### src/include/tinker_config.svh
// Core configuration macros: reset PC, data and instruction widths, register count, PC step
`ifndef TINKER_CONFIG_SVH
`define TINKER_CONFIG_SVH

// ------------------------------
// Program counter
// ------------------------------
`define TINKER_RESET_PC   64'h0000_0000_0000_2000  // First fetch address
`define TINKER_PC_STEP    4                        // One instruction word

// ------------------------------
// Datapath widths
// ------------------------------
`define TINKER_WORD_BITS  64   // Register and memory data word
`define TINKER_INSTR_BITS 32   // Instruction word
`define TINKER_IMM_BITS   12   // Immediate field, sign-extended
`define TINKER_NUM_REGS   32   // General purpose registers

`endif

### src/source/tinker_pkg.sv
// Shared core types: words, opcodes, classes, states, decoded fields, strobes, memory request
`include "tinker_config.svh"

package tinker_pkg;

    typedef logic [`TINKER_WORD_BITS-1:0]          word_t;     // Data word
    typedef logic [`TINKER_INSTR_BITS-1:0]         instr_t;    // Instruction word
    typedef logic [$clog2(`TINKER_NUM_REGS)-1:0]   reg_idx_t;  // Register number

    // ------------------------------
    // Opcodes kept in this core
    // ------------------------------
    typedef enum logic [4:0] {
        op_and     = 5'b00000,
        op_or      = 5'b00001,
        op_xor     = 5'b00010,
        op_not     = 5'b00011,
        op_shftr   = 5'b00100,  // Logical right
        op_shftri  = 5'b00101,  // Arithmetic right by literal
        op_shftl   = 5'b00110,
        op_shftli  = 5'b00111,
        op_load    = 5'b10000,
        op_mov_rr  = 5'b10001,
        op_mov_lit = 5'b10010,
        op_store   = 5'b10011,
        op_add     = 5'b11000,
        op_addi    = 5'b11001,
        op_sub     = 5'b11010,
        op_subi    = 5'b11011,
        op_mul     = 5'b11100,
        op_div     = 5'b11101,
        op_halt    = 5'b11111
    } opcode_t;

    typedef enum logic [2:0] {
        cls_alu,    // Includes both moves
        cls_load,
        cls_store,
        cls_nop,    // Branches, calls and undefined codes
        cls_halt
    } op_class_t;

    // Decoded instruction fields
    typedef struct packed {
        opcode_t   opcode;
        op_class_t op_class;
        reg_idx_t  rd;
        reg_idx_t  rs;
        reg_idx_t  rt;
        word_t     imm;          // Sign-extended literal
        logic      use_literal;  // Operand 2 is imm
    } decoded_t;

    typedef enum logic [2:0] {
        st_fetch,
        st_decode,
        st_execute,
        st_memory,
        st_writeback,
        st_halted
    } core_state_t;

    // Control strobes, one cycle each
    typedef struct packed {
        logic ir_write;
        logic pc_advance;
        logic alu_capture;
        logic mdr_capture;
        logic reg_write;
        logic mem_to_reg;
        logic mem_read;
        logic mem_write;
    } ctrl_t;

    // Request to the external byte memory
    typedef struct packed {
        word_t addr;
        word_t wdata;
        logic  read;
        logic  write;
    } mem_req_t;

endpackage

### src/source/reg_file.sv
// General purpose register file: three combinational reads, one write, register 0 fixed at zero
`timescale 1ns/1ps
`include "tinker_config.svh"

module reg_file (
    input  logic                 clk,
    input  logic                 reset,
    input  tinker_pkg::ctrl_t    ctrl,
    input  tinker_pkg::decoded_t dec,
    input  tinker_pkg::word_t    wb_data,  // From writeback select
    output tinker_pkg::word_t    rs_val,
    output tinker_pkg::word_t    rt_val,
    output tinker_pkg::word_t    rd_val    // Store base address
);
    import tinker_pkg::*;

    word_t regs [`TINKER_NUM_REGS];

    // ------------------------------
    // Write port
    // ------------------------------
    always_ff @(posedge clk or posedge reset) begin
        if (reset) begin
            for (int i = 0; i < `TINKER_NUM_REGS; i++) begin
                regs[i] <= '0;
            end
        end else if (ctrl.reg_write && (dec.rd != '0)) begin
            regs[dec.rd] <= wb_data;  // r0 never written
        end
    end

    // Read ports
    assign rs_val = regs[dec.rs];
    assign rt_val = regs[dec.rt];
    assign rd_val = regs[dec.rd];

    // r0 holds zero through any writeback
    a_r0_zero: assert property (@(posedge clk) disable iff (reset)
        regs[0] == '0);

endmodule

### config.mk
export PLATFORM = sky130hd
export DESIGN_NAME = reg_file
export DESIGN_NICKNAME = d
export VERILOG_FILES = /design/src/source/tinker_pkg.sv /design/src/source/reg_file.sv
export VERILOG_INCLUDE_DIRS = /design/src /design/src/include
export SDC_FILE = /design/constraint.sdc
export NUM_CORES = 2
export LEC_CHECK = 0
export BUFFER_PORTS_ARGS = -buffer_cell sky130_fd_sc_hd__buf_4
export CAP_MARGIN = 20
export CORE_MARGIN = 2
export CORE_UTILIZATION = 60
export CTS_CLUSTER_DIAMETER = 120
export CTS_CLUSTER_SIZE = 16
export DETAILED_ROUTE_END_ITERATION = 10
export PLACE_DENSITY = 0.77
export RECOVER_POWER = 100
export SKIP_LAST_GASP = 1
export SLEW_MARGIN = 0
export SYNTH_ARGS = -nofsm -noshare
export SYNTH_HDL_FRONTEND = slang
export SYNTH_SLANG_ARGS = --single-unit
### constraint.sdc
create_clock -name clk -period 135.5 [get_ports clk]
set_clock_uncertainty 0.05 [all_clocks]
set_input_delay 33.875 -clock clk [delete_from_list [all_inputs] [get_ports clk]]
set_output_delay 33.875 -clock clk [all_outputs]
set_load 0.02 [all_outputs]
## After elaboration in Yosys (flattened, before gate mapping)

Cells that the tools add are included.

| cells by class | value |
|---|---|
| magnitude comparators | 4 |
| muxes and demuxes | 12 |
| bitwise operators | 3 |
| reductions and logical operators | 3 |

Operator list:

| cell | count |
|---|---|
| 2048-bit bitwise mux | 1 |
| 64-bit binary-select mux with 5-bit select | 3 |
| 64-bit two-way mux | 7 |
| 64-bit demux with 5-bit select | 1 |
| 6-bit >= comparator, second input constant | 3 |
| 5-bit NOT with 6-bit output | 3 |
| 6-bit by 1-bit < comparator with 1-bit output, second input constant | 1 |
| 5-bit nonzero test | 1 |
| 1-bit logical AND | 2 |

| storage, ports and cells | value |
|---|---|
| flip-flop bits (word level) | 2048 |
| input port bits | 162 |
| output and inout port bits | 192 |
| word-level logic and storage cells | 54 |

## Logic depth before layout (Yosys ltp)

| logic depth | value |
|---|---|
| word-level depth | 6 |
| mapped depth | 9 |

## Worst setup path before layout

Ideal clock, no wire load.

| path | value |
|---|---|
| path kind | in2out |
| from | in dec[70] in the netlist's numbering |
| to | out rs_val[16] |
| data arrival time | 35.578 ns |
| data required time | 101.575 ns |
| slack | 65.997 ns |
| stages on the path | 8 |
| buffers on the path | 4 |
| cells stage by stage | buf_4 buf_6 buf_6 buf_4 mux2i_1 a211oi_1 nor4_1 nor4_1 |

| on the way | value |
|---|---|
| word-level cells in the longest chain between the ends | 4 |

RTL lines:

| what | RTL line | text |
|---|---|---|
| from (decl) | reg_file.sv:9 | `input tinker_pkg::decoded_t dec,` |
| 5-bit NOT with 6-bit output (not written as such) | reg_file.sv:33 | `assign rs_val = regs[dec.rs];` |
| 64-bit binary-select mux with 5-bit select | reg_file.sv:33 |  |
| 64-bit two-way mux (not written as such) (2 in series) | reg_file.sv:33 |  |
| to (decl) | reg_file.sv:11 | `output tinker_pkg::word_t rs_val,` |

No other way between the ends. The select of a mux whose other input is x is not followed.

## Final worst setup path

| path | value |
|---|---|
| from | in dec[76] in the netlist's numbering |
| to | out rd_val[34] |

| on the way | value |
|---|---|
| word-level cells in the longest chain between the ends | 4 |

RTL lines:

| what | RTL line | text |
|---|---|---|
| 5-bit NOT with 6-bit output (not written as such) | reg_file.sv:35 | `assign rd_val = regs[dec.rd];` |
| 64-bit binary-select mux with 5-bit select | reg_file.sv:35 |  |
| 64-bit two-way mux (not written as such) (2 in series) | reg_file.sv:35 |  |
| to (decl) | reg_file.sv:13 | `output tinker_pkg::word_t rd_val` |

No other way between the ends. The select of a mux whose other input is x is not followed.

==> metrics.csv <==
stage,metric,value,unit
sta,final slew viol count,5323,
route,ANT nets after route,0,
grt,global route overflow,0,
clock_tree,Num Clock Sinks,2048,
floorplan,chip height,457,um
pwr,Reg power frac,48.8,%
critical_path,r2r setup slk,134.56,ns
layout,layout net count,8550,
synth,Post-Synth Simple-Gate Area,2.74,%
sta,"Min Clock Period, post-route",91.26,ns
layout,area growth from synthesis to layout,4.42,%
sta,Worst-Margin Slew,9.41,ns
clock_tree,"Clk Latency, worst-skew pair",0.85,ns
grt,Global Route Usage Sum,43.6,%
layout,max reg flops,2048,
route,WL per Instance,41.3,um
floorplan,IO Count,354,
clock_tree,# H-tree levels,4,
synth,largest family of logic cells by synthesized area,multiplexers,
synth,yosys warns,0,
synth,#FFs+latches synth,2048,
critical_path,Critical Path RT,101.58,ns
synth,syn avg cell area,14.0,sq um
sta,setup TNS,0,ns
layout,fin cells,11100,
layout,layout cells sized above 1,40.0,%
sta,Slew HR,-527,%
run_status,violated checks,"max-capacitance violations, max-slew violations",
floorplan,DIE WIDTH,457,um
clock_tree,# hold bufs at CTS,0,
route,DRT iter0 DRCs,15000,
route,via count,91300,
pwr,Clock Power Share,24.1,%
critical_path,CP arrival,57.34,ns
critical_path,kind of critical path,in -> out,
clock_tree,PostCTS Resize Cnt,0,
grt,met2 global-route usage,61.6,%
flow_run,Max-Cap Viols,134,
synth,Post-Synthesis Cells,8767,
synth,Mapped Area,0.123,sq mm
sta,final cycle utilization of the critical path,67.4,%
pwr,worst vdd ir,0.0121,mV
sta,Max Freq,11.0,MHz
route,DRC viols,0,
pwr,combinational power share,27.1,%
floorplan,row count,166,
pwr,P per Cell Area,13.6,mW/mm^2
pwr,P_sw,0.561,mW
grt,busiest grt layer,met2,
route,post-DR vias/cell,8.21,
placement,number of port buffers,273,
placement,DP HPWL,261000,um
synth,multiplexer share of the synthesized area,45.3,%
floorplan,die area,0.209,sq mm
route,DRT Pass-1 Iters,8,
sta,setup violators final,0,
grt,initial antenna violation count,38,
synth,"Distinct cells, synth",47,
placement,placed cell count,10900,
clock_tree,clk buf depth,3,
clock_tree,CTS root buf,clkbuf_16,
critical_path,Startpoint Class,primary input,
synth,post-synthesis adder-cell area fraction,0,%
grt,met3 Track Usage GR,17.2,%
sta,Fin. Hold Viols,0,
clock_tree,CTS buffer count,146,
layout,Top Registers,regs: 2048 flops,
synth,Syn Nets,8929,
layout,largest register by flop count,regs,
placement,GPL Wtd Cong,0.946,
floorplan,floorplan core area,0.204,sq mm
clock_tree,CTS tree,done,
synth,Synth Area in Compound Gates,6.37,%
synth,Synth Area in XOR/XNOR,0,%
grt,met1 Track Usage GR,54.7,%
synth,post-synthesis sequential area ratio,41.6,%
route,final wirelength,459000,um
clock_tree,postcts setup bufs,0,
pwr,switching share of power,32.2,%
grt,global-route wire length before repair,657000,um
layout,# fillers,15100,
run_status,status,"finished, violations left",
clock_tree,"Reg clk slew, reported paths",0.07,ns
floorplan,Initial Utilization,60.3,%
worst_hold_path,path type of the worst min-delay path,reg -> reg,
grt,vias in the first global route,91000,
pwr,P_int,1.18,mW
grt,pin count of the biggest net entering global routing,154,
critical_path,Max Fanout on Critical Path,134,
sta,RSZ-0062 raised after global routing,no,
critical_path,CP Capture Type,output port,
pwr,LEAKAGE,54.3,nW
[power groups by stage]
stage	combinational, mW	sequential [mW]	clock, mW
after global placement	0.451	0.840	0
after floorplan	0.354	0.816	0
after global routing	0.492	0.862	0.443
final	0.471	0.851	0.421
after detailed placement	0.463	0.853	0
after CTS	0.466	0.841	0.420
[logic make-up (layout without fill, tap and decap cells)]
group	count (synthesis)	count (layout)
other	0	28
flip-flops	2048	2048
buffers and inverters	1034	665
AO/OA/AOI/OAI	1080	1080
AND/OR/NAND/NOR	614	614
multiplexers	3991	3991
[area by class of cell]
type	instances	area (sq um)	area share [%]
Multi-Input combinational cell	5685	67100	52.2
Sequential cell	2048	51200	39.9
Clock buffer	150	3750	2.92
Tap cell	2688	3360	2.62
Timing Repair Buffer	503	2910	2.26
Clock inverter	8	97.6	0.0759
Antenna cell	28	70.1	0.0545
Inverter	4	16.3	0.0127
[final timing paths]
kind                                        start                      to  depth (start not counted)
max in group asynchronous                   reset    regs[24]$_DFFE_PP0P_                          9
min in group asynchronous                   reset   regs[751]$_DFFE_PP0P_                          2
min reg2reg                regs[1999]$_DFFE_PP0P_  regs[1999]$_DFFE_PP0P_                          0
min                        regs[1999]$_DFFE_PP0P_  regs[1999]$_DFFE_PP0P_                          0
max reg2reg                 regs[547]$_DFFE_PP0P_   regs[547]$_DFFE_PP0P_                          1
max                                       dec[76]              rd_val[34]                          8
[cell usage after synthesis (all sizes together)]
library cell,n,area (sq um)
nor2b,26,163
or3b,2,20.0
and3,7,43.8
mux4,1068,24100
a221o,3,30.0
or2,7,43.8
clkbuf,503,1890
nand2b,4,25.0
nand2,119,447
nor4,2,12.5
a22o,63,552
a22oi,800,6010
dfrtp,2048,51200
nor3,12,65.1
mux2i,939,9400
or3,1,6.26
nand3,225,1140
a31oi,63,394
inv,4,15.0
and3b,3,26.3
and2,20,125
nand3b,3,22.5
buf,527,2910
nor3b,9,77.6
nand4,129,807
nor2,45,350
mux2,1984,22300
o32ai,4,35.0
a21oi,101,505
o22ai,28,175
a32oi,5,43.8
a211oi,8,60.1
a2111oi,5,43.8
[worst max-delay path, stage by stage]
cell      delay, ns
clkbuf_1       3.82
clkbuf_1       6.83
clkbuf_1       6.95
clkbuf_1       3.50
mux4_2         0.52
a22oi_1        0.33
nand4_1        0.58
clkbuf_1       0.36
[cells in the final DEF (no fill, tap or decap), types with 7 or more instances in the layout]
cell,instances
nand4_1,129
mux2i_1,939
mux4_2,1068
nor2b_1,14
a211oi_1,8
mux2_2,1856
clkbuf_1,279
diode_2,28
dfrtp_1,2048
o22ai_1,28
a22oi_1,800
nand2_1,119
nor2_4,10
clkbuf_16,150
nand3_1,224
a31oi_1,63
nor2b_4,8
nor2_1,33
buf_4,209
a21oi_1,101
and2_1,12
nor3_1,7
mux2_1,128
a22o_1,63
[per-stage QoR]
step                hold slack [ns]  utilization [%]  power [mW]  cell area [sq um]  setup slack (ns)
CTS                           0.375             63.6        1.73             130000             62.16
detailed placement            0.358             61.7        1.32             126000             62.14
finish                        0.378             62.9        1.74             129000             44.24
global route                  0.390             62.9        1.80             128000             44.96
global placement              0.348             61.6        1.29             126000             62.18
floorplan                     0.408                -        1.17             123000             43.73
[routing by layer]
| layer | wire (um) | part of all wire [%] |
|---|---|---|
| met5 | 289 | 0.063 |
| met4 | 40800 | 8.9 |
| met3 | 68400 | 15 |
| met2 | 195000 | 43 |
| met1 | 154000 | 34 |
Power figures use the tool's default switching activity.
