**config.mk**
```make
export PLATFORM = sky130hd
export DESIGN_NAME = core_control
export DESIGN_NICKNAME = d
export VERILOG_FILES = /design/src/source/tinker_pkg.sv /design/src/source/core_control.sv
export VERILOG_INCLUDE_DIRS = /design/src /design/src/include
export SDC_FILE = /design/constraint.sdc
export NUM_CORES = 1
export LEC_CHECK = 0
export BUFFER_PORTS_ARGS = -buffer_cell sky130_fd_sc_hd__buf_2
export CORE_MARGIN = 4
export CORE_UTILIZATION = 18
export CTS_CLUSTER_DIAMETER = 200
export DETAILED_ROUTE_END_ITERATION = 8
export PLACE_DENSITY = 0.83
export SKIP_CTS_REPAIR_TIMING = 1
export SYNTH_ARGS = -nofsm -noshare
export SYNTH_HDL_FRONTEND = slang
export SYNTH_SLANG_ARGS = --single-unit
```
**constraint.sdc**
```tcl
create_clock -name clk -period 2.4 [get_ports clk]
set_input_delay 0.36 -clock clk [delete_from_list [all_inputs] [get_ports clk]]
set_output_delay 0.36 -clock clk [all_outputs]
set_load 0.02 [all_outputs]
```
**src/include/tinker_config.svh**
```systemverilog
// Core configuration macros: reset PC, data and instruction widths, register count, PC step
`ifndef TINKER_CONFIG_SVH
`define TINKER_CONFIG_SVH

// ------------------------------
// Program counter
// ------------------------------
`define TINKER_RESET_PC   64'h0000_0000_0000_2000  // First fetch address
`define TINKER_PC_STEP    4                        // One instruction word

// ------------------------------
// Datapath widths
// ------------------------------
`define TINKER_WORD_BITS  64   // Register and memory data word
`define TINKER_INSTR_BITS 32   // Instruction word
`define TINKER_IMM_BITS   12   // Immediate field, sign-extended
`define TINKER_NUM_REGS   32   // General purpose registers

`endif

```
**src/source/tinker_pkg.sv**
```systemverilog
// Shared core types: words, opcodes, classes, states, decoded fields, strobes, memory request
`include "tinker_config.svh"

package tinker_pkg;

    typedef logic [`TINKER_WORD_BITS-1:0]          word_t;     // Data word
    typedef logic [`TINKER_INSTR_BITS-1:0]         instr_t;    // Instruction word
    typedef logic [$clog2(`TINKER_NUM_REGS)-1:0]   reg_idx_t;  // Register number

    // ------------------------------
    // Opcodes kept in this core
    // ------------------------------
    typedef enum logic [4:0] {
        op_and     = 5'b00000,
        op_or      = 5'b00001,
        op_xor     = 5'b00010,
        op_not     = 5'b00011,
        op_shftr   = 5'b00100,  // Logical right
        op_shftri  = 5'b00101,  // Arithmetic right by literal
        op_shftl   = 5'b00110,
        op_shftli  = 5'b00111,
        op_load    = 5'b10000,
        op_mov_rr  = 5'b10001,
        op_mov_lit = 5'b10010,
        op_store   = 5'b10011,
        op_add     = 5'b11000,
        op_addi    = 5'b11001,
        op_sub     = 5'b11010,
        op_subi    = 5'b11011,
        op_mul     = 5'b11100,
        op_div     = 5'b11101,
        op_halt    = 5'b11111
    } opcode_t;

    typedef enum logic [2:0] {
        cls_alu,    // Includes both moves
        cls_load,
        cls_store,
        cls_nop,    // Branches, calls and undefined codes
        cls_halt
    } op_class_t;

    // Decoded instruction fields
    typedef struct packed {
        opcode_t   opcode;
        op_class_t op_class;
        reg_idx_t  rd;
        reg_idx_t  rs;
        reg_idx_t  rt;
        word_t     imm;          // Sign-extended literal
        logic      use_literal;  // Operand 2 is imm
    } decoded_t;

    typedef enum logic [2:0] {
        st_fetch,
        st_decode,
        st_execute,
        st_memory,
        st_writeback,
        st_halted
    } core_state_t;

    // Control strobes, one cycle each
    typedef struct packed {
        logic ir_write;
        logic pc_advance;
        logic alu_capture;
        logic mdr_capture;
        logic reg_write;
        logic mem_to_reg;
        logic mem_read;
        logic mem_write;
    } ctrl_t;

    // Request to the external byte memory
    typedef struct packed {
        word_t addr;
        word_t wdata;
        logic  read;
        logic  write;
    } mem_req_t;

endpackage

```
**src/source/core_control.sv**
```systemverilog
// Core FSM: state register, next-state logic, control strobes and halt flag
`timescale 1ns/1ps

module core_control (
    input  logic                 clk,
    input  logic                 reset,
    input  tinker_pkg::decoded_t dec,
    output tinker_pkg::ctrl_t    ctrl,
    output logic                 hlt
);
    import tinker_pkg::*;

    core_state_t state;       // Current phase
    core_state_t state_next;

    // ------------------------------
    // State register
    // ------------------------------
    always_ff @(posedge clk or posedge reset) begin
        if (reset) begin
            state <= st_fetch;
        end else begin
            state <= state_next;
        end
    end

    // One cycle per state
    always_comb begin
        state_next = state;
        case (state)
            st_fetch:     state_next = st_decode;
            st_decode: begin
                if (dec.op_class == cls_halt) begin
                    state_next = st_halted;  // Skips execute
                end else begin
                    state_next = st_execute;
                end
            end
            st_execute: begin
                if (dec.op_class == cls_load || dec.op_class == cls_store) begin
                    state_next = st_memory;
                end else begin
                    state_next = st_writeback;  // ALU, moves, no-ops
                end
            end
            st_memory:    state_next = st_writeback;
            st_writeback: state_next = st_fetch;
            st_halted:    state_next = st_halted;  // Until reset
            default:      state_next = st_fetch;
        endcase
    end

    // ------------------------------
    // Strobes
    // ------------------------------
    always_comb begin
        ctrl = '0;  // All idle by default
        case (state)
            st_fetch: begin
                ctrl.ir_write = 1'b1;  // Latch instruction
                ctrl.mem_read = 1'b1;
            end
            st_execute: begin
                ctrl.alu_capture = (dec.op_class == cls_alu);
            end
            st_memory: begin
                ctrl.mem_read    = (dec.op_class == cls_load);
                ctrl.mdr_capture = (dec.op_class == cls_load);
                ctrl.mem_write   = (dec.op_class == cls_store);
            end
            st_writeback: begin
                ctrl.reg_write  = (dec.op_class == cls_alu) || (dec.op_class == cls_load);
                ctrl.mem_to_reg = (dec.op_class == cls_load);  // Load data path
                ctrl.pc_advance = 1'b1;
            end
            default: begin
                ctrl = '0;  // Decode and halted drive nothing
            end
        endcase
    end

    assign hlt = (state == st_halted);

    // Single memory access per cycle
    a_no_read_write: assert property (@(posedge clk) disable iff (reset)
        !(ctrl.mem_read && ctrl.mem_write));

    // Core stays quiet once stopped
    a_halt_quiet: assert property (@(posedge clk) disable iff (reset)
        hlt |-> (ctrl == '0));

endmodule

```
# Word-level counts from Yosys, hierarchy flattened
# Cells that the tools add are included.
[totals]
romBits = 0
latch_bits = 0
mem_count = 0
inputBits = 90
output_inout_bits = 9
reg_bits = 3
ram_bits = 0
wordCells = 23
[classes]
mux = 10
eq_ne = 8
n_mul = 0
n_bitwise = 0
magnitude_cmp = 0
n_shift = 0
addsub = 0
reduce_logical = 4
n_div = 0
[op_table]
columns = ["cell", "n"]
rows = [
  ["$pmux W3 S5", 1],
  ["$eq A3 B2 Y1 const B", 3],
  ["$eq A3 B3 Y1 const B", 3],
  ["$eq A3 B1 Y1 const B", 2],
  ["$logic_not A3 Y1", 2],
  ["$mux W3", 2],
  ["$mux W1", 5],
  ["$logic_or A1 B1 Y1", 2],
  ["$mux W2", 1],
  ["$pmux W1 S2", 1],
]

# Longest topological paths before layout
# Gate-level depths: netlist of the first run.
[depth]
ltp_word = 4
depth_mapped = 4
mapped_depth_nobuf = 3

# Worst setup path before layout of the first run
# No wires, ideal clock.
[synth_timing]
path_type = "register to output"
start = "register state[2]"
end = "output ctrl[5] (netlist name)"
n_path_buf = 0
t_arrival_ns = 1.323
path_slack_ns = 0.717
stages_incl_launch_ff = 3
t_required_ns = 2.040
cell_sequence = "dfrtp_1 > nand2b_4 > nor4b_1"
[synth_lines]
columns = ["item", "line_no", "rtl"]
rows = [
  ["start, declared", "core_control.sv:13", "core_state_t state;"],
  ["start signal, assigned", "core_control.sv:21", "state <= st_fetch;"],
  ["start signal, assigned", "core_control.sv:23", "state <= state_next;"],
  ["end, declared", "core_control.sv:8", "output tinker_pkg::ctrl_t ctrl,"],
]

==> out/results.ini, run 1 <==
[worst_setup_path]
endpoint_kind = primary output
startpoint_type = flip-flop
r2r_end = state[2]
r2r-start = state[1]
crit_fanout = 10
cp.required_ps = 2040
crit_arrival_ps = 1560
r2r_cells = 3
r2r_setup_slack_ps = 1050
path_class = reg -> out

[status]
status = completed

[drt]
drc_errors = 0
top_layer_used = met4
num_vias = 318
wl_met2_um = 440
dr.first_iter.drc_count = 4
drt_wl_total_um = 823
first_pass_iters = 3
drtAntennaViolNets = 0
post_drt_wl_per_cell_um = 12.1
vias_per_cell = 4.68
wl_met1_um = 317
dr_wl_met3_um = 45

[floorplanning]
die_w_um = 48.2
core_area_mm2 = 0.00152
rows = 14
num_io_pins = 99
die-area_mm2 = 0.00233
die-height_um = 48.2
start_util_pct = 19.1

[timing]
setup_viol = 0
rsz0062_at_grt = false
maxSlewViolCount = 0
worstMarginPinSlew_ps = 353
maxSlewHeadroom_pct = 76.5
finalHoldViolCount = 0
max_freq_ghz = 0.520
period_needed_ps = 1920
fin_setup_tns_ps = 0
fin_crit_sh_pct = 80.1
skew_ps = 1.78

[layout]
top_register = state
largest_register_ffs = 3
final_common_cell = buf_2
largest_registers = state x3
drive_gt1_share_pct = 34.6
final_cells = 68
layout_common_cells = buf_2 (13), nor2_1 (4), nor3_1 (3), clkbuf_4 (3), dfrtp_1 (3)
finish.net_count = 143
syn_to_final_growth_pct = 35.2
insertedDiodeCount = 0

[clocking]
clk_latency_ps = 240
clk_pin_slew_ps = 40
cts_max_level = 1
cts_tree = built
root_buffer = clkbuf_4
clkSinkCount = 3
cts_buffer_depth = 2
cts_buffers = 3

[grt]
grt_pass1_wl_um = 1200
antenna_found_initial = 0
grt_max_degree = 11
grt_pass1_vias = 301
grt.overflow.total = 0
grtUsageTotal_pct = 7.80

[power_and_ir_drop]
power.density_mw_per_mm2 = 1280
cellLeakagePower_nw = 0.188
power_w = 0.000506
peakVddDrop_mv = 0.388

[hold_path]
whs_endpoint = state[2]
min_from = dec[82]
hp-class = in -> reg
hold_path_depth = 2

[yosys]
yosysWarnings = 0
yosysUniqueCellTypes = 24
ys_ff_latch = 3
syn_avg_cell_area_um2 = 8.10
syn_area_um2 = 292
syn_inst = 36
ys_seq_area_share_pct = 25.8
synth.net_count = 126

[placed_design]
hpwl_um = 606
routabilityCongestion = 0.736
dp_cells = 63
io_buffers = 13

[flow_run]
drv_cap = 0

## layer usage
layer / vias to the layer above / track usage [%]
li1: 163 / -
met1: 146 / 7.96
met2: 7 / 12.5
met3: 2 / 0.738
met4: 0 / 9.68
met5: - / 0
## cells by family after synthesis
family / share of synthesized area [%]
buffers and inverters: 10.3
flip-flops: 25.8
XOR/XNOR: 6.01
AO/OA/AOI/OAI: 19.7
AND/OR/NAND/NOR: 38.2
## worst max-delay path, stage by stage, from the launching register on
cell	delay, ps
dfrtp_1	490
or4_1	550
nor2_1	110
buf_2	170
## cell usage after synthesis
cell type,n,area (um2)
nor4b_1,2,17.5
dfrtp_1,3,75.1
nand2b_1,2,12.5
o21a_1,2,15.0
o31ai_1,1,7.51
xnor2_1,1,8.76
o32ai_1,1,8.76
a221o_1,1,10.0
and2_1,1,6.26
buf_6,1,11.3
o22ai_1,1,6.26
nand2b_4,1,13.8
nand2_1,1,3.75
nor4_1,1,6.26
or4_1,1,7.51
inv_2,1,3.75
buf_4,1,7.51
xor2_1,1,8.76
inv_1,2,7.51
a21oi_1,2,10.0
nor3_1,3,15.0
nor2b_1,1,6.26
nand3b_1,1,7.51
nor2_1,4,15.0
## worst max path at each step
| stage | from | to | slack, ps | cells past startpoint |
|---|---|---|---|---|
| after CTS | state[0] | ctrl[2] | 480 | 3 |
| after detailed placement | dec[82] | ctrl[2] | 700 | 4 |
| after global placement | dec[82] | ctrl[2] | 730 | 4 |
| final | state[1] | ctrl[2] | 480 | 3 |
| after floorplan | state[2] | ctrl[5] | 720 | 2 |
| after global routing | state[0] | ctrl[3] | 410 | 3 |
## metrics by stage
stage	worst slack [ps]	utilization (%)	cell area, um2	hold WS (ps)
final	479	25.9	394	490
after detailed placement	703	23.5	358	233
after CTS	480	25.2	384	-26.4
after floorplan	717	-	292	114
after global placement	731	23.5	358	229
after global routing	410	25.9	394	494
## where the power goes
| part | total, W | leakage [nW] | internal, W | switching, W |
|---|---|---|---|---|
| combinational | 0.000273 | 0.135 | 0.000121 | 0.000152 |
| sequential | 0.000140 | 0.0377 | 0.0000763 | 0.0000638 |
| clock | 0.0000937 | 0.0150 | 0.0000626 | 0.0000311 |
## final cells by class
type / count / area [um2]
flip-flops and latches: 3 / 75.1
clock buffers: 4 / 26.3
well taps: 16 / 20.0
inverters: 3 / 11.3
fillers: 163 / 1130
multi-input cells: 28 / 186
repair buffers: 14 / 75.1
Note: power is estimated with default switching activity, not from simulation.
==> run 2, diff against run 1 <==
- CORE_UTILIZATION: 18 -> 15
- PLACE_DENSITY: 0.83 -> 0.74
- clock period: 2.4 -> 1.6 ns (I/O delays scaled with it)
==> out/results.ini, run 2 (synthesis gave the netlist of run 1 again) <==
[grt]
grtUsageTotal_pct = 6.38  ; -1.4 points
grt.overflow.total = 0  ; unchanged
grt_pass1_vias = 289  ; -4.0%
grt_pass1_wl_um = 1270  ; +5.8%
antenna_found_initial = 0  ; unchanged
grt_max_degree = 10  ; -1

[drt]
dr_wl_met3_um = 64  ; +42%
wl_met2_um = 388  ; -12%
vias_per_cell = 4.20  ; -10%
drt_wl_total_um = 854  ; +3.8%
dr.first_iter.drc_count = 3  ; -1
post_drt_wl_per_cell_um = 10.5  ; -13%
drc_errors = 0  ; unchanged
top_layer_used = met3
wl_met1_um = 400  ; +26%
first_pass_iters = 2  ; -1
drtAntennaViolNets = 0  ; unchanged
num_vias = 340  ; +6.9%

[layout]
top_register = state
layout_common_cells = buf_2 (11), buf_4 (5), nor3_1 (3), nor2_1 (3), clkbuf_4 (3)
largest_register_ffs = 3  ; unchanged
syn_to_final_growth_pct = 58.8
final_area_um2 = 463  ; +17%
insertedDiodeCount = 0  ; unchanged
finish.net_count = 147  ; +2.8%
fillers = 196  ; +20%
largest_registers = state x3
final_common_cell = buf_2
fin_util_pct = 26.0  ; +0.10 points
drive_gt1_share_pct = 46.4  ; +12 points
final_cells = 81  ; +19%

[timing]
setup_slack_ps = -30.9  ; -509 ps
worstMarginPinSlew_ps = 295  ; -57.8 ps
max_freq_ghz = 0.613
period_needed_ps = 1630
fin_crit_sh_pct = 102
rsz0062_at_grt = true
maxSlewViolCount = 0  ; unchanged
maxSlewHeadroom_pct = 80.2  ; +3.7 points
finalHoldViolCount = 0  ; unchanged
setup_viol = 2  ; +2
skew_ps = 1.75  ; -0.0285 ps

[placed_design]
io_buffers = 13  ; unchanged
routabilityCongestion = 0.697  ; -5.2%
dpl_cell_area_um2 = 384  ; +7.3%
dp_cells = 74  ; +17%
dp_slack_ps = 110  ; -593 ps
hpwl_um = 634  ; +4.6%

[power_and_ir_drop]
combPwrFrac_pct = 67.3  ; +14 points
peakVddDrop_mv = 0.470  ; +21%
p_int_w = 0.000464  ; +78%
seqPwrFrac_pct = 17.1  ; -11 points
p_switching_w = 0.000390  ; +58%
cellLeakagePower_nw = 0.209  ; +11%
power.density_mw_per_mm2 = 1840  ; +43%
p_clk_share_pct = 15.6  ; -2.9 points
p_sw_share_pct = 45.7  ; -3.0 points

[status]
violations = setup timing
status = finished, violations left

[worst_setup_path]
crit_arrival_ps = 1390  ; -170 ps
path_class = reg -> out
crit_end = ctrl[2]
startpoint_type = flip-flop
r2r_setup_slack_ps = 340  ; -710 ps
r2r_end = state[2]
crit_path_start = state[1]
endpoint_kind = primary output
r2r_cells = 4  ; +1
r2r-start = state[1]
cp.required_ps = 1360  ; -680 ps
crit_fanout = 2  ; -8

[floorplanning]
num_io_pins = 99  ; unchanged
die-area_mm2 = 0.00271  ; +17%
core_area_mm2 = 0.00178  ; +17%
die_w_um = 52.1  ; +8.0%
rows = 15  ; +1
start_util_pct = 16.4  ; -2.8 points
die-height_um = 52.1  ; +8.0%

[flow_run]
drv_cap = 0  ; unchanged

[hold_path]
hp-class = in -> reg

[clocking]
root_buffer = clkbuf_4
cts_max_level = 1  ; unchanged
cts_buffers = 3  ; unchanged
cts_tree = built
clk_latency_ps = 230  ; about the same
clkSinkCount = 3  ; unchanged
cts_buffer_depth = 2  ; unchanged
clk_pin_slew_ps = 40  ; about the same

==> run 2: cell count changes in the layout (fill, tap and decap cells not counted), sizes merged <==
cell / previous run / this run
buf: 13 / 17
==> run 2: how the worst min path moves through the flow <==
stage / from / slack (ps) / depth (start not counted) / endpoint
finish: dec[82] / 400 / 2 / state[2]
detailed placement: reset / 110 / 2 / state[0]
CTS: reset / -140 / 2 / state[0]
global placement: reset / 100 / 2 / state[2]
global route: reset / 420 / 3 / state[0]
floorplan: reset / -6 / 1 / state[0]
==> run 2: final cells by class <==
cell class | count | area [um2] | share of cell area, %
Tap cell | 25 | 31.3 | 6.76
Inverter | 3 | 11.3 | 2.43
Clock buffer | 4 | 26.3 | 5.68
Timing Repair Buffer | 18 | 114 | 24.6
Multi-Input combinational cell | 28 | 204 | 44.1
Sequential cell | 3 | 76.3 | 16.5
==> run 2: per-layer routing <==
metal  track usage (%)  vias up
met5                 0        -
li1                  -      170
met3              2.29        0
met2              8.37        8
met4              5.24        0
met1              8.10      162
==> run 2: through the flow <==
step                power, W  hold slack (ps)  setup TNS, ps
floorplan           0.000535            -6.36              0
global route        0.000920              415           -105
global placement    0.000639              103              0
finish              0.000853              401          -51.8
detailed placement  0.000656              107              0
CTS                 0.000793             -140           -268
==> run 2: worst max-delay path: stages (launching register included) <==
cell and delay, ps:
dfrtp_1 370, or4_4 540, nor2_1 100, buf_4 150
==> run 2: power by group through the flow <==
stage / sequential [W] / combinational, W / clock [W]
CTS: 0.000148 / 0.000508 / 0.000137
floorplan: 0.000140 / 0.000395 / 0
global route: 0.000148 / 0.000620 / 0.000152
finish: 0.000146 / 0.000575 / 0.000133
detailed placement: 0.000149 / 0.000508 / 0
global placement: 0.000148 / 0.000491 / 0
