## config.mk

```make
export PLATFORM = sky130hd
export DESIGN_NAME = mem_access
export DESIGN_NICKNAME = d
export VERILOG_FILES = /design/src/source/tinker_pkg.sv /design/src/source/mem_access.sv
export VERILOG_INCLUDE_DIRS = /design/src /design/src/include
export SDC_FILE = /design/constraint.sdc
export NUM_CORES = 1
export LEC_CHECK = 0
export ABC_CLOCK_PERIOD_IN_PS = 4900
export BUFFER_PORTS_ARGS = -buffer_cell sky130_fd_sc_hd__buf_2
export CAP_MARGIN = 0
export CORE_AREA = 3 3 210 212
export DETAILED_ROUTE_END_ITERATION = 6
export DIE_AREA = 0 0 213 215
export GPL_ROUTABILITY_DRIVEN = 0
export SYNTH_ARGS = -nofsm -noshare
export SYNTH_HDL_FRONTEND = slang
export SYNTH_SLANG_ARGS = --single-unit
```

## constraint.sdc

```tcl
create_clock -name clk -period 4.9 [get_ports clk]
set_input_delay 0.49 -clock clk [delete_from_list [all_inputs] [get_ports clk]]
set_output_delay 0.49 -clock clk [all_outputs]
set_load 0.005 [all_outputs]
```

## src/include/tinker_config.svh

```systemverilog
// Core configuration macros: reset PC, data and instruction widths, register count, PC step
`ifndef TINKER_CONFIG_SVH
`define TINKER_CONFIG_SVH

// ------------------------------
// Program counter
// ------------------------------
`define TINKER_RESET_PC   64'h0000_0000_0000_2000  // First fetch address
`define TINKER_PC_STEP    4                        // One instruction word

// ------------------------------
// Datapath widths
// ------------------------------
`define TINKER_WORD_BITS  64   // Register and memory data word
`define TINKER_INSTR_BITS 32   // Instruction word
`define TINKER_IMM_BITS   12   // Immediate field, sign-extended
`define TINKER_NUM_REGS   32   // General purpose registers

`endif

```

## src/source/tinker_pkg.sv

```systemverilog
// Shared core types: words, opcodes, classes, states, decoded fields, strobes, memory request
`include "tinker_config.svh"

package tinker_pkg;

    typedef logic [`TINKER_WORD_BITS-1:0]          word_t;     // Data word
    typedef logic [`TINKER_INSTR_BITS-1:0]         instr_t;    // Instruction word
    typedef logic [$clog2(`TINKER_NUM_REGS)-1:0]   reg_idx_t;  // Register number

    // ------------------------------
    // Opcodes kept in this core
    // ------------------------------
    typedef enum logic [4:0] {
        op_and     = 5'b00000,
        op_or      = 5'b00001,
        op_xor     = 5'b00010,
        op_not     = 5'b00011,
        op_shftr   = 5'b00100,  // Logical right
        op_shftri  = 5'b00101,  // Arithmetic right by literal
        op_shftl   = 5'b00110,
        op_shftli  = 5'b00111,
        op_load    = 5'b10000,
        op_mov_rr  = 5'b10001,
        op_mov_lit = 5'b10010,
        op_store   = 5'b10011,
        op_add     = 5'b11000,
        op_addi    = 5'b11001,
        op_sub     = 5'b11010,
        op_subi    = 5'b11011,
        op_mul     = 5'b11100,
        op_div     = 5'b11101,
        op_halt    = 5'b11111
    } opcode_t;

    typedef enum logic [2:0] {
        cls_alu,    // Includes both moves
        cls_load,
        cls_store,
        cls_nop,    // Branches, calls and undefined codes
        cls_halt
    } op_class_t;

    // Decoded instruction fields
    typedef struct packed {
        opcode_t   opcode;
        op_class_t op_class;
        reg_idx_t  rd;
        reg_idx_t  rs;
        reg_idx_t  rt;
        word_t     imm;          // Sign-extended literal
        logic      use_literal;  // Operand 2 is imm
    } decoded_t;

    typedef enum logic [2:0] {
        st_fetch,
        st_decode,
        st_execute,
        st_memory,
        st_writeback,
        st_halted
    } core_state_t;

    // Control strobes, one cycle each
    typedef struct packed {
        logic ir_write;
        logic pc_advance;
        logic alu_capture;
        logic mdr_capture;
        logic reg_write;
        logic mem_to_reg;
        logic mem_read;
        logic mem_write;
    } ctrl_t;

    // Request to the external byte memory
    typedef struct packed {
        word_t addr;
        word_t wdata;
        logic  read;
        logic  write;
    } mem_req_t;

endpackage

```

## src/source/mem_access.sv

```systemverilog
// Data address and store data, ALU result and memory data registers, writeback select
`timescale 1ns/1ps

module mem_access (
    input  logic                 clk,
    input  logic                 reset,
    input  tinker_pkg::ctrl_t    ctrl,
    input  tinker_pkg::decoded_t dec,
    input  tinker_pkg::word_t    rs_val,
    input  tinker_pkg::word_t    rd_val,
    input  tinker_pkg::word_t    alu_result,
    input  tinker_pkg::word_t    mem_rdata,   // Load data, same cycle
    output tinker_pkg::word_t    data_addr,
    output tinker_pkg::word_t    store_data,
    output tinker_pkg::word_t    wb_data
);
    import tinker_pkg::*;

    word_t base_addr;
    word_t alu_reg;  // Result held for writeback
    word_t mdr;      // Memory data register

    // ------------------------------
    // Address generation
    // ------------------------------
    assign base_addr  = (dec.op_class == cls_store) ? rd_val : rs_val;  // Store uses rd
    assign data_addr  = base_addr + dec.imm;
    assign store_data = rs_val;

    always_ff @(posedge clk or posedge reset) begin
        if (reset) begin
            alu_reg <= '0;
        end else if (ctrl.alu_capture) begin
            alu_reg <= alu_result;  // End of execute
        end
    end

    always_ff @(posedge clk or posedge reset) begin
        if (reset) begin
            mdr <= '0;
        end else if (ctrl.mdr_capture) begin
            mdr <= mem_rdata;  // End of memory cycle
        end
    end

    // Writeback source
    assign wb_data = ctrl.mem_to_reg ? mdr : alu_reg;

endmodule

```

After elaboration in Yosys (flattened, before gate mapping)

Index checks and enable logic that the tools add are counted.

Register bits: 128
Latch bits: 0
RAM bits: 0
Memory bits (read-only): 0
Input port bits: 354
Output and inout port bits: 192
Logic and storage cells: 6
Memories: 0

Add/subtract/negate cells: 1
Multiply operators: 0
Divide/modulo/power cells: 0
Order comparisons: 0
Equality and inequality tests: 1
Shift-type cells: 0
Multiplexer cells: 2
Bitwise gates (word level): 0
Reduce and logical (&&, ||, !) cells: 0

Operators by type and width:

| cell                 | count |
|---|---|
| $mux W64             | 2 |
| $add A64 B64 Y64     | 1 |
| $eq A3 B2 Y1 const B | 1 |

Depth between registers and ports, before layout

Gate-level depths: netlist of run 1.

Word-level depth: 3
Mapped depth: 17

Worst setup path after synthesis of run 1

OpenSTA, ideal clock, no wires.

Kind: input port to output port
Start point: input dec[80] (netlist bit)
End point: output data_addr[59]
Data arrival time: 4.091 ns
Required time: 4.410 ns
Slack: 0.319 ns
Cell stages on the path: 14
Path buffers: 3
Cell sequence: nor3b_1 > clkbuf_1 > clkbuf_1 > mux2_2 > ha_1 > buf_2 > nand4_1 > or3_1 > or4_1 > o21ba_1 > a221oi_2 > a21oi_2 > o31ai_2 > xor2_1

Longest elaborated chain between the ends: 3

Ends and longest elaborated chain:

| what             | line             | text |
|---|---|---|
| start, declared  | mem_access.sv:8  | `input tinker_pkg::decoded_t dec,` |
| $eq A3 B2 Y1     | mem_access.sv:26 | `assign base_addr = (dec.op_class == cls_store) ? rd_val : rs_val;` |
| $mux W64         | mem_access.sv:26 |  |
| $add A64 B64 Y64 | mem_access.sv:27 | `assign data_addr = base_addr + dec.imm;` |
| end, declared    | mem_access.sv:13 | `output tinker_pkg::word_t data_addr,` |

Every way passes these cells.

Final worst setup path of run 1

Start point: input dec[80] (netlist bit)
End point: output data_addr[54]

The elaborated chain is that of the path after synthesis.

==> impl_metrics.yaml, run 1 <==
grt:
  grt_pass1_wl_um: 60600
  gr-usage-met1_pct: 17.8
  grt_util_met3_pct: 6.23
  busiest_layer: "met2"
  grt_pass1_vias: 10500
  grt_usage_pct: 17.1
  overflow: 0
  grt.met2_usage_pct: 29.6
  grt_max_degree: 81
  antenna_found_initial: 5
clock_tree:
  clock_sinks: 128
  clk_pin_slew_worst_paths_ns: 0.07
  cts_buffer_depth: 2
  cts_tree: "yes"
  cts_buffers: 17
  htree_levels: 4
  clk-insertion-delay-late_ns: 0.43
  ctsHoldBuffers: 0
  cts_root_buf: "clkbuf_16"
pwr:
  total_power_uw: 4150
  p_per_area_nw_per_um2: 282
  p_leak_uw: 0.00706
  max-vdd-ir-drop_mv: 0.376
critical_path:
  cp-start-kind: "input port"
  cp-end-kind: "output port"
  critPathMaxStageDelay_ns: 0.44
  crit_buf_inv: 7
  required_ns: 4.41
  path_delay_family: "compound AO/OA/AOI/OAI gates"
  cp-startpoint: "dec[80]"
  critPathMaxFanout: 9
  r2r_start: "mdr[3]"
  path_cells: "buf_6, nor3b_4, buf_6, buf_12, clkbuf_16, mux2_2, ha_1, a21oi_1, o211ai_1, a21boi_0, a211oi_2, o221ai_1, a31o_4, o21ai_2, buf_4, buf_4, xor2_1, buf_2"
  critPathKind: "in2out"
  cp_slowest_cell: "a21boi_0"
  arrival_ns: 4.41
  r2r_setup_slack_ns: 4.09
timing:
  skew_ns: 0
  setup_viol: 1
  hold_slack_ns: 0.283
  tightestPinTransition_ns: 1.01
  slew-limit-headroom_pct: 33.0
  drv_slew: 0
  fin_crit_sh_pct: 100
  setup_ws_ns: -0.00255
  hold_viol_final: 0
  fmax_ghz: 0.204
  period_needed_ns: 4.90
drt:
  wire_per_inst_um: 20.0
  routed_via_density: 4.77
  drtIter0Drc: 440
  drc_errors: 0
  dr_total_vias: 9967
  dr.pass1.iters: 4
  drt_wl_total_um: 41700
  ant_nets: 0
final_layout:
  finalNetCount: 1956
  num-fill-cells: 4317
  design_area_um2: 14700
  syn2layout_area_growth_pct: 40.2
  final_common_cell: "buf_2"
  layout-drive-gt1-share_pct: 61.6
  final_cell_mix: "518 x buf_2, 251 x mux2_2, 128 x dfrtp_1, 83 x buf_4, 70 x a21oi_1"
logic_synthesis:
  synth_edf_count: 0
  syn-cell-area_um2: 10500
  synth-seq-cells: 128
  synth_flop_cell: "dfrtp_1"
  synth_warnings: 0
  ys_seq_area_share_pct: 30.5
  async_reset_ff_share_pct: 100
  synthDistinctLibCells: 69
  avgSynthCellArea_um2: 10.3
  syn_inst: 1016
  syn_nets: 1440
floorplanning:
  coreArea_um2: 42100
  die_h_um: 215
  ioPinCount: 546
  initial_core_util_pct: 24.9
  die_area_um2: 45800
  die_x_um: 213
  rows: 75
placement:
  port-buffer-count: 519
  place_area_um2: 13700
  post-dp-hpwl_um: 34200
job:
  drv_cap: 0
outcome:
  run_status: "finished, violations left"
  violations: "setup timing"
min_path:
  hp-class: "in2async"
[cells in the mapped netlist, types with 3 or more instances]
cell type	number	area share (%)
dfrtp_1	128	31
buf_4	68	4.9
nor2b_1	10	0.60
xor2_1	26	2.2
a21oi_1	73	3.5
nor3_1	6	0.29
nand2b_1	6	0.36
nand4_1	16	0.95
mux2_2	255	27
and3_1	6	0.36
o21ai_0	28	1.3
ha_1	69	8.2
inv_1	14	0.50
a21boi_0	4	0.29
a31oi_1	4	0.24
nor4_1	3	0.18
o211ai_1	4	0.29
nor2_1	32	1.1
xnor2_1	36	3.0
nand3_1	17	0.81
clkbuf_1	33	1.2
o21ai_2	6	0.50
o21ai_1	6	0.29
o21a_1	7	0.50
o21bai_1	11	0.79
a211oi_1	3	0.21
nand2_1	53	1.9
a21o_1	34	2.4
buf_2	9	0.43
[cell families (layout without fill, tap and decap cells)]
kind of cell / Yosys count / after routing / synth area share (%)
fa+ha+maj: 70 / 70 / 8.42
flops: 128 / 128 / 30.5
xor+xnor: 62 / 62 / 5.17
compound gates: 208 / 208 / 13.4
buf+inv: 126 / 655 / 7.21
mux: 256 / 256 / 27.5
simple gates: 166 / 166 / 7.87
other cells: 0 / 4 / 0
[routing by layer]
metal / vias to the layer above / share of wire, %
li1: 4682 / -
met1: 4753 / 37
met2: 440 / 48
met3: 90 / 9.4
met4: 2 / 5.3
met5: - / 0.031
[per-stage QoR]
step | instances | utilization, % | TNS, ns | setup WS, ns
after floorplan | 1016 | - | 0 | 0.319
after CTS | 2072 | 34.0 | 0 | 0.0116
after global routing | 2086 | 34.9 | -0.593 | -0.134
final | 2088 | 34.9 | -0.00255 | -0.00255
after global placement | 2040 | 32.4 | -0.0847 | -0.0847
after detailed placement | 2040 | 32.4 | -0.0639 | -0.0553
[power breakdown]
| part | internal, uW | switching, uW | total (uW) |
|---|---|---|---|
| clock network | 819 | 527 | 1350 |
| logic | 791 | 799 | 1590 |
| registers | 1160 | 52.9 | 1220 |
| total | 2770 | 1380 | 4150 |
[worst paths after layout]
kind                                  to  cells after the start
min reg2reg                      mdr[63]                      1
min in group clk             alu_reg[37]                      2
max in group asynchronous    alu_reg[50]                      3
max reg2reg                       mdr[3]                      1
max                        data_addr[54]                     18
min                              mdr[36]                      2
[what timing repair did]
item / in CTS / in global routing
buffers inserted: 0 / 9
cloned: 0 / 3
endpoints found under the setup margin: 3 / 18
pin swaps: 0 / 13
gates resized for setup: 3 / 43
[final cells by class]
cell class                      count  area, um2  share of cell area [%]
Antenna cell                        4       10.0                  0.0681
Clock buffer                       17        425                    2.89
Clock inverter                     15        200                    1.36
Inverter                           14       55.1                   0.374
Multi-Input combinational cell    762       6790                    46.2
Sequential cell                   128       3200                    21.8
Tap cell                          539        674                    4.58
Timing Repair Buffer              609       3350                    22.8
(Power assumes the default switching activity.)
==> run 2: changes to the inputs <==
--- a/config.mk
+++ b/config.mk
@@ -13,6 +13,7 @@
 export DETAILED_ROUTE_END_ITERATION = 6
 export DIE_AREA = 0 0 213 215
 export GPL_ROUTABILITY_DRIVEN = 0
+export PLACE_DENSITY_LB_ADDON = 0.3
 export SYNTH_ARGS = -nofsm -noshare
 export SYNTH_HDL_FRONTEND = slang
 export SYNTH_SLANG_ARGS = --single-unit
==> run 2 against run 1 <==
Net effect:
- the flow now finishes without violations
- global-route usage decreased by 0.21 points
- final cell count about the same
- critical path depth unchanged
- design area decreased by 1.0%
- routed wire length decreased by 0.94%
- combinational power about the same
- utilization decreased by 0.35 points
- non-clock buffer count decreased by 1
- worst hold slack got worse by 0.21 ns
- maximum frequency increased by 2.6%
- flip-flop and latch count unchanged
- via count decreased by 2.3%
- largest cell class unchanged
==> impl_metrics.yaml, run 2 (synthesis results as in run 1) <==
clock_tree:
  cts_tree: "yes"
  ctsHoldBuffers: 0
  clock_sinks: 128
  cts_buffers: 17
  cts_buffer_depth: 2
  cts_root_buf: "clkbuf_16"
  htree_levels: 4
  clk_pin_slew_worst_paths_ns: 0.06
  clk-insertion-delay-late_ns: 0.43
critical_path:
  path_delay_family: "simple AND/OR/NAND/NOR gates"
  arrival_ns: 4.29
  cpMostUsedCell: "o21ai_2"
  rr_endpoint: "mdr[29]"
  path_cells: "buf_2, nor3b_4, buf_4, buf_6, buf_4, mux2_2, ha_4, and2_4, and3_4, or4bb_4, nor4_4, o21ai_2, a31o_2, o21ai_2, nand3_2, o21ai_2, xor2_1, buf_2"
  cp-start-kind: "input port"
  r2r_start: "mdr[29]"
  crit_buf_inv: 5
  critPathMaxFanout: 5
  cp_slowest_cell: "or4bb_4"
  r2r_setup_slack_ns: 4.08
  critPathMaxStageDelay_ns: 0.55
  required_ns: 4.41
  cp-end-kind: "output port"
  r2r.worst_path.cells: 1
  critPathKind: "in2out"
timing:
  hold_viol_final: 0
  grt_setup_unrepaired: "true"
  fin_crit_sh_pct: 97.5
  period_needed_ns: 4.78
  tightestPinTransition_ns: 0.853
  skew_ns: 0
  fin_setup_tns_ns: 0
  fmax_ghz: 0.209
  setup_ws_ns: 0.121
  drv_slew: 0
  hold_slack_ns: 0.0751
  setup_viol: 0
  slew-limit-headroom_pct: 43.1
final_layout:
  final_cell_mix: "519 x buf_2, 255 x mux2_2, 128 x dfrtp_1, 81 x buf_4, 72 x a21oi_1"
  finalNetCount: 1955
  design_area_um2: 14600
  layout-drive-gt1-share_pct: 61.1
  syn2layout_area_growth_pct: 38.7
  final_common_cell: "buf_2"
floorplanning:
  die_h_um: 215
  ioPinCount: 546
  coreArea_um2: 42100
  rows: 75
  die_x_um: 213
  initial_core_util_pct: 24.9
  die_area_um2: 45800
grt:
  grt_pass1_wl_um: 59000
  antenna_found_initial: 9
  grt_usage_pct: 16.9
  grt_max_degree: 63
  overflow: 0
  grt_pass1_vias: 9977
outcome:
  run_status: "finished, final reports clean"
pwr:
  combPwrFrac_pct: 38.4
  power.share.clock_pct: 32.0
  max-vdd-ir-drop_mv: 0.270
  seqPwrFrac_pct: 29.6
  internal_power_uw: 2760
  p_leak_uw: 0.00702
  switching_power_uw: 1340
  p_per_area_nw_per_um2: 281
  swShare_pct: 32.7
min_path:
  hp-class: "in2async"
placement:
  place_area_um2: 13600
  port-buffer-count: 519
  post-dp-hpwl_um: 34800
  dp_slack_ns: -0.113
drt:
  dr.pass1.iters: 5
  drc_errors: 0
  drtIter0Drc: 378
  dr_total_vias: 9737
  ant_nets: 0
  drt_wl_total_um: 41300
  routed_via_density: 4.67
  wire_per_inst_um: 19.8
job:
  drv_cap: 0
## run 2: cell types whose count changed in the layout (fill, tap and decap cells not counted), moves of 2 or more
cell / delta
ha_4: -2
inv_6: +3
buf_6: +3
mux2_2: +4
inv_8: -4
clkbuf_1: +2
ha_1: +2
mux2_4: -4
a31o_2: +2
a31o_4: -2
a21oi_1: +2
a21oi_2: -2
clkbuf_16: -2
buf_4: -2
## run 2: area by class of cell
cell class              instances  area, um2
clock buffers                  19        433
well taps                     539        674
diodes                          3       7.51
clock inverters                13        174
repair buffers                608       3300
inverters                      14       55.1
multi-input cells             762       6710
flip-flops and latches        128       3200
fillers                      4372      27600
## run 2: worst max-delay path by stage
stage	start	endpoint	slack, ns	cells after the start
finish	dec[82]	data_addr[58]	0.12	18
global route	dec[82]	data_addr[62]	-0.06	18
CTS	dec[80]	data_addr[58]	0.03	19
detailed placement	dec[80]	data_addr[58]	-0.11	19
global placement	dec[80]	data_addr[58]	-0.1	19
floorplan	dec[80]	data_addr[59]	0.32	14
## run 2: timing repair
action,CTS,global route
gates cloned,0,2
endpoints found under the setup margin,3,16
setup buffers,3,12
gates resized for setup,4,39
pin swaps,1,13
## run 2: metrics by stage
step	total power [uW]	utilization (%)	std cells
floorplan	2080	-	1016
global placement	2760	32.3	2034
detailed placement	2770	32.3	2034
CTS	4110	33.9	2069
global route	4330	34.5	2083
finish	4100	34.6	2086
## run 2: metal layers
layer / vias up / routed length, um / part of all wire [%] / GRT usage (%)
li1: 4667 / - / - / -
met1: 4623 / 15600 / 38 / 17.9
met2: 403 / 21500 / 52 / 32.1
met3: 34 / 3510 / 8.5 / 5.25
met4: 10 / 660 / 1.6 / 4.08
met5: - / 67 / 0.16 / 0
## run 2: power groups by stage
stage / logic (uW) / clock network [uW] / registers [uW]
detailed placement: 1540 / 0 / 1230
CTS: 1550 / 1340 / 1220
global route: 1720 / 1390 / 1230
finish: 1570 / 1310 / 1210
floorplan: 868 / 0 / 1210
global placement: 1530 / 0 / 1230
==> run 3: changes to the inputs <==
--- a/config.mk
+++ b/config.mk
@@ -14,6 +14,7 @@
 export DIE_AREA = 0 0 213 215
 export GPL_ROUTABILITY_DRIVEN = 0
 export PLACE_DENSITY_LB_ADDON = 0.3
+export REMOVE_ABC_BUFFERS = 1
 export SYNTH_ARGS = -nofsm -noshare
 export SYNTH_HDL_FRONTEND = slang
 export SYNTH_SLANG_ARGS = --single-unit
==> run 3 against run 2 <==
Net effect:
- sequential power about the same
- clock power down 8%
- combinational power fell by 7%
- worst setup slack better by 0.064 ns
- first-iteration DRC count grew 7.4%
- clock skew unchanged
- worst hold slack better by 0.059 ns
- sequential share of layout area increased by 0.78 points
- via count shrank 2.0%
- largest power group unchanged
- routed wire length decreased by 5.3%
- non-clock buffer count down 48
==> impl_metrics.yaml, run 3 (synthesis results as in run 1) <==
critical_path:
  r2r.worst_path.cells: 1
  cp-end-kind: "output port"
  rr_endpoint: "alu_reg[10]"
  required_ns: 4.41
  critPathKind: "in2out"
  path_depth: 17
  arrival_ns: 4.22
  path_cells: "buf_2, nor3b_4, buf_4, buf_12, mux2_2, ha_2, nand3_2, nor3_1, o211ai_1, buf_4, a31oi_2, a21oi_1, o41a_1, o21a_1, o21ai_1, xor2_1, buf_2"
  cp-start-kind: "input port"
  critPathMaxFanout: 14
  cp-startpoint: "dec[82]"
  crit_end: "data_addr[39]"
  crit_buf_inv: 5
  cp_slowest_cell: "o41a_1"
  path_delay_family: "compound AO/OA/AOI/OAI gates"
  r2r_start: "alu_reg[10]"
  critPathMaxStageDelay_ns: 0.50
  r2r_setup_slack_ns: 4.12
outcome:
  run_status: "finished, final reports clean"
timing:
  hold_viol_final: 0
  slew-limit-headroom_pct: 41.5
  drv_slew: 0
  fin_setup_tns_ns: 0
  fin_crit_sh_pct: 96.2
  setup_viol: 0
  period_needed_ns: 4.71
  fmax_ghz: 0.212
  tightestPinTransition_ns: 0.877
  skew_ns: 0
final_layout:
  num-fill-cells: 4375
  fin_cells: 2036
  final_common_cell: "buf_2"
  layout-drive-gt1-share_pct: 59.2
  syn2layout_area_growth_pct: 34.0
  final_cell_mix: "519 x buf_2, 255 x mux2_2, 128 x dfrtp_1, 73 x a21oi_1, 63 x ha_1"
  finalNetCount: 1907
grt:
  grt_usage_pct: 16.2
  antenna_found_initial: 6
  overflow: 0
  grt_pass1_wl_um: 57400
  grt_max_degree: 46
  grt_pass1_vias: 9938
drt:
  dr.pass1.iters: 4
  ant_nets: 0
  wire_per_inst_um: 19.2
  routed_via_density: 4.69
  drc_errors: 0
  dr_total_vias: 9545
  drtIter0Drc: 406
  drt_wl_total_um: 39100
pwr:
  total_power_uw: 3890
  p_per_area_nw_per_um2: 277
  p_leak_uw: 0.00674
  max-vdd-ir-drop_mv: 0.210
job:
  drv_cap: 0
floorplanning:
  die_area_um2: 45800
  coreArea_um2: 42100
  initial_core_util_pct: 24.9
  die_h_um: 215
  ioPinCount: 546
  die_x_um: 213
  rows: 75
clock_tree:
  htree_levels: 4
  clk_pin_slew_worst_paths_ns: 0.06
  ctsHoldBuffers: 0
  clk-insertion-delay-late_ns: 0.41
  cts_buffer_depth: 2
  cts_buffers: 17
  cts_tree: "yes"
  cts_root_buf: "clkbuf_16"
  clock_sinks: 128
min_path:
  hp-class: "in2async"
placement:
  post-dp-hpwl_um: 33000
  dp.cells: 1999
  port-buffer-count: 519
[run 3: stage by stage]
step                      hold slack, ns  utilization (%)  area, um2  worst slack [ns]
after floorplan                    0.475                -       9790             -3.92
final                              0.134             33.4      14100             0.185
after CTS                          0.142             33.1      13900            0.0497
after global routing               0.161             33.4      14100          -0.00898
after global placement             0.483             31.7      13400            0.0133
after detailed placement           0.490             31.7      13400            0.0133
[run 3: area by class of cell]
type                       count  area (um2)  area share (%)
clock buffer                  21         470            3.35
antenna                        1        2.50          0.0178
timing repair buffer         560        2940            20.9
clock inverter                11         105           0.747
inverter                      14        55.1           0.391
sequential                   128        3200            22.8
tap                          539         674            4.80
multi-input combinational    762        6610            47.0
[run 3: how the worst min path moves through the flow]
stage / cells past startpoint / endpoint / slack (ns)
after floorplan: 1 / mdr[0] / 0.47
after global placement: 1 / mdr[55] / 0.48
after detailed placement: 1 / mdr[54] / 0.49
after CTS: 2 / mdr[28] / 0.14
after global routing: 2 / mdr[28] / 0.16
final: 2 / mdr[28] / 0.13
[run 3: routing by layer]
layer	routed length (um)	up-vias	track usage, %
met2	19900	362	29.4
met3	2950	56	4.54
met4	1040	8	4.64
met5	56	-	0
met1	15200	4534	18.5
li1	-	4585	-
[run 3: timing repair]
action,CTS,global route
pin swaps,0,3
gates resized for setup,1,15
setup endpoints to repair,1,14
buffers inserted,0,3
gates cloned,0,1
[run 3: report_power, final]
part	leakage, uW	internal (uW)	switching [uW]	total [uW]
combinational	0.00496	725	738	1460
clock	0.000284	741	473	1210
sequential	0.00150	1160	48.3	1210
total	0.00674	2630	1260	3890
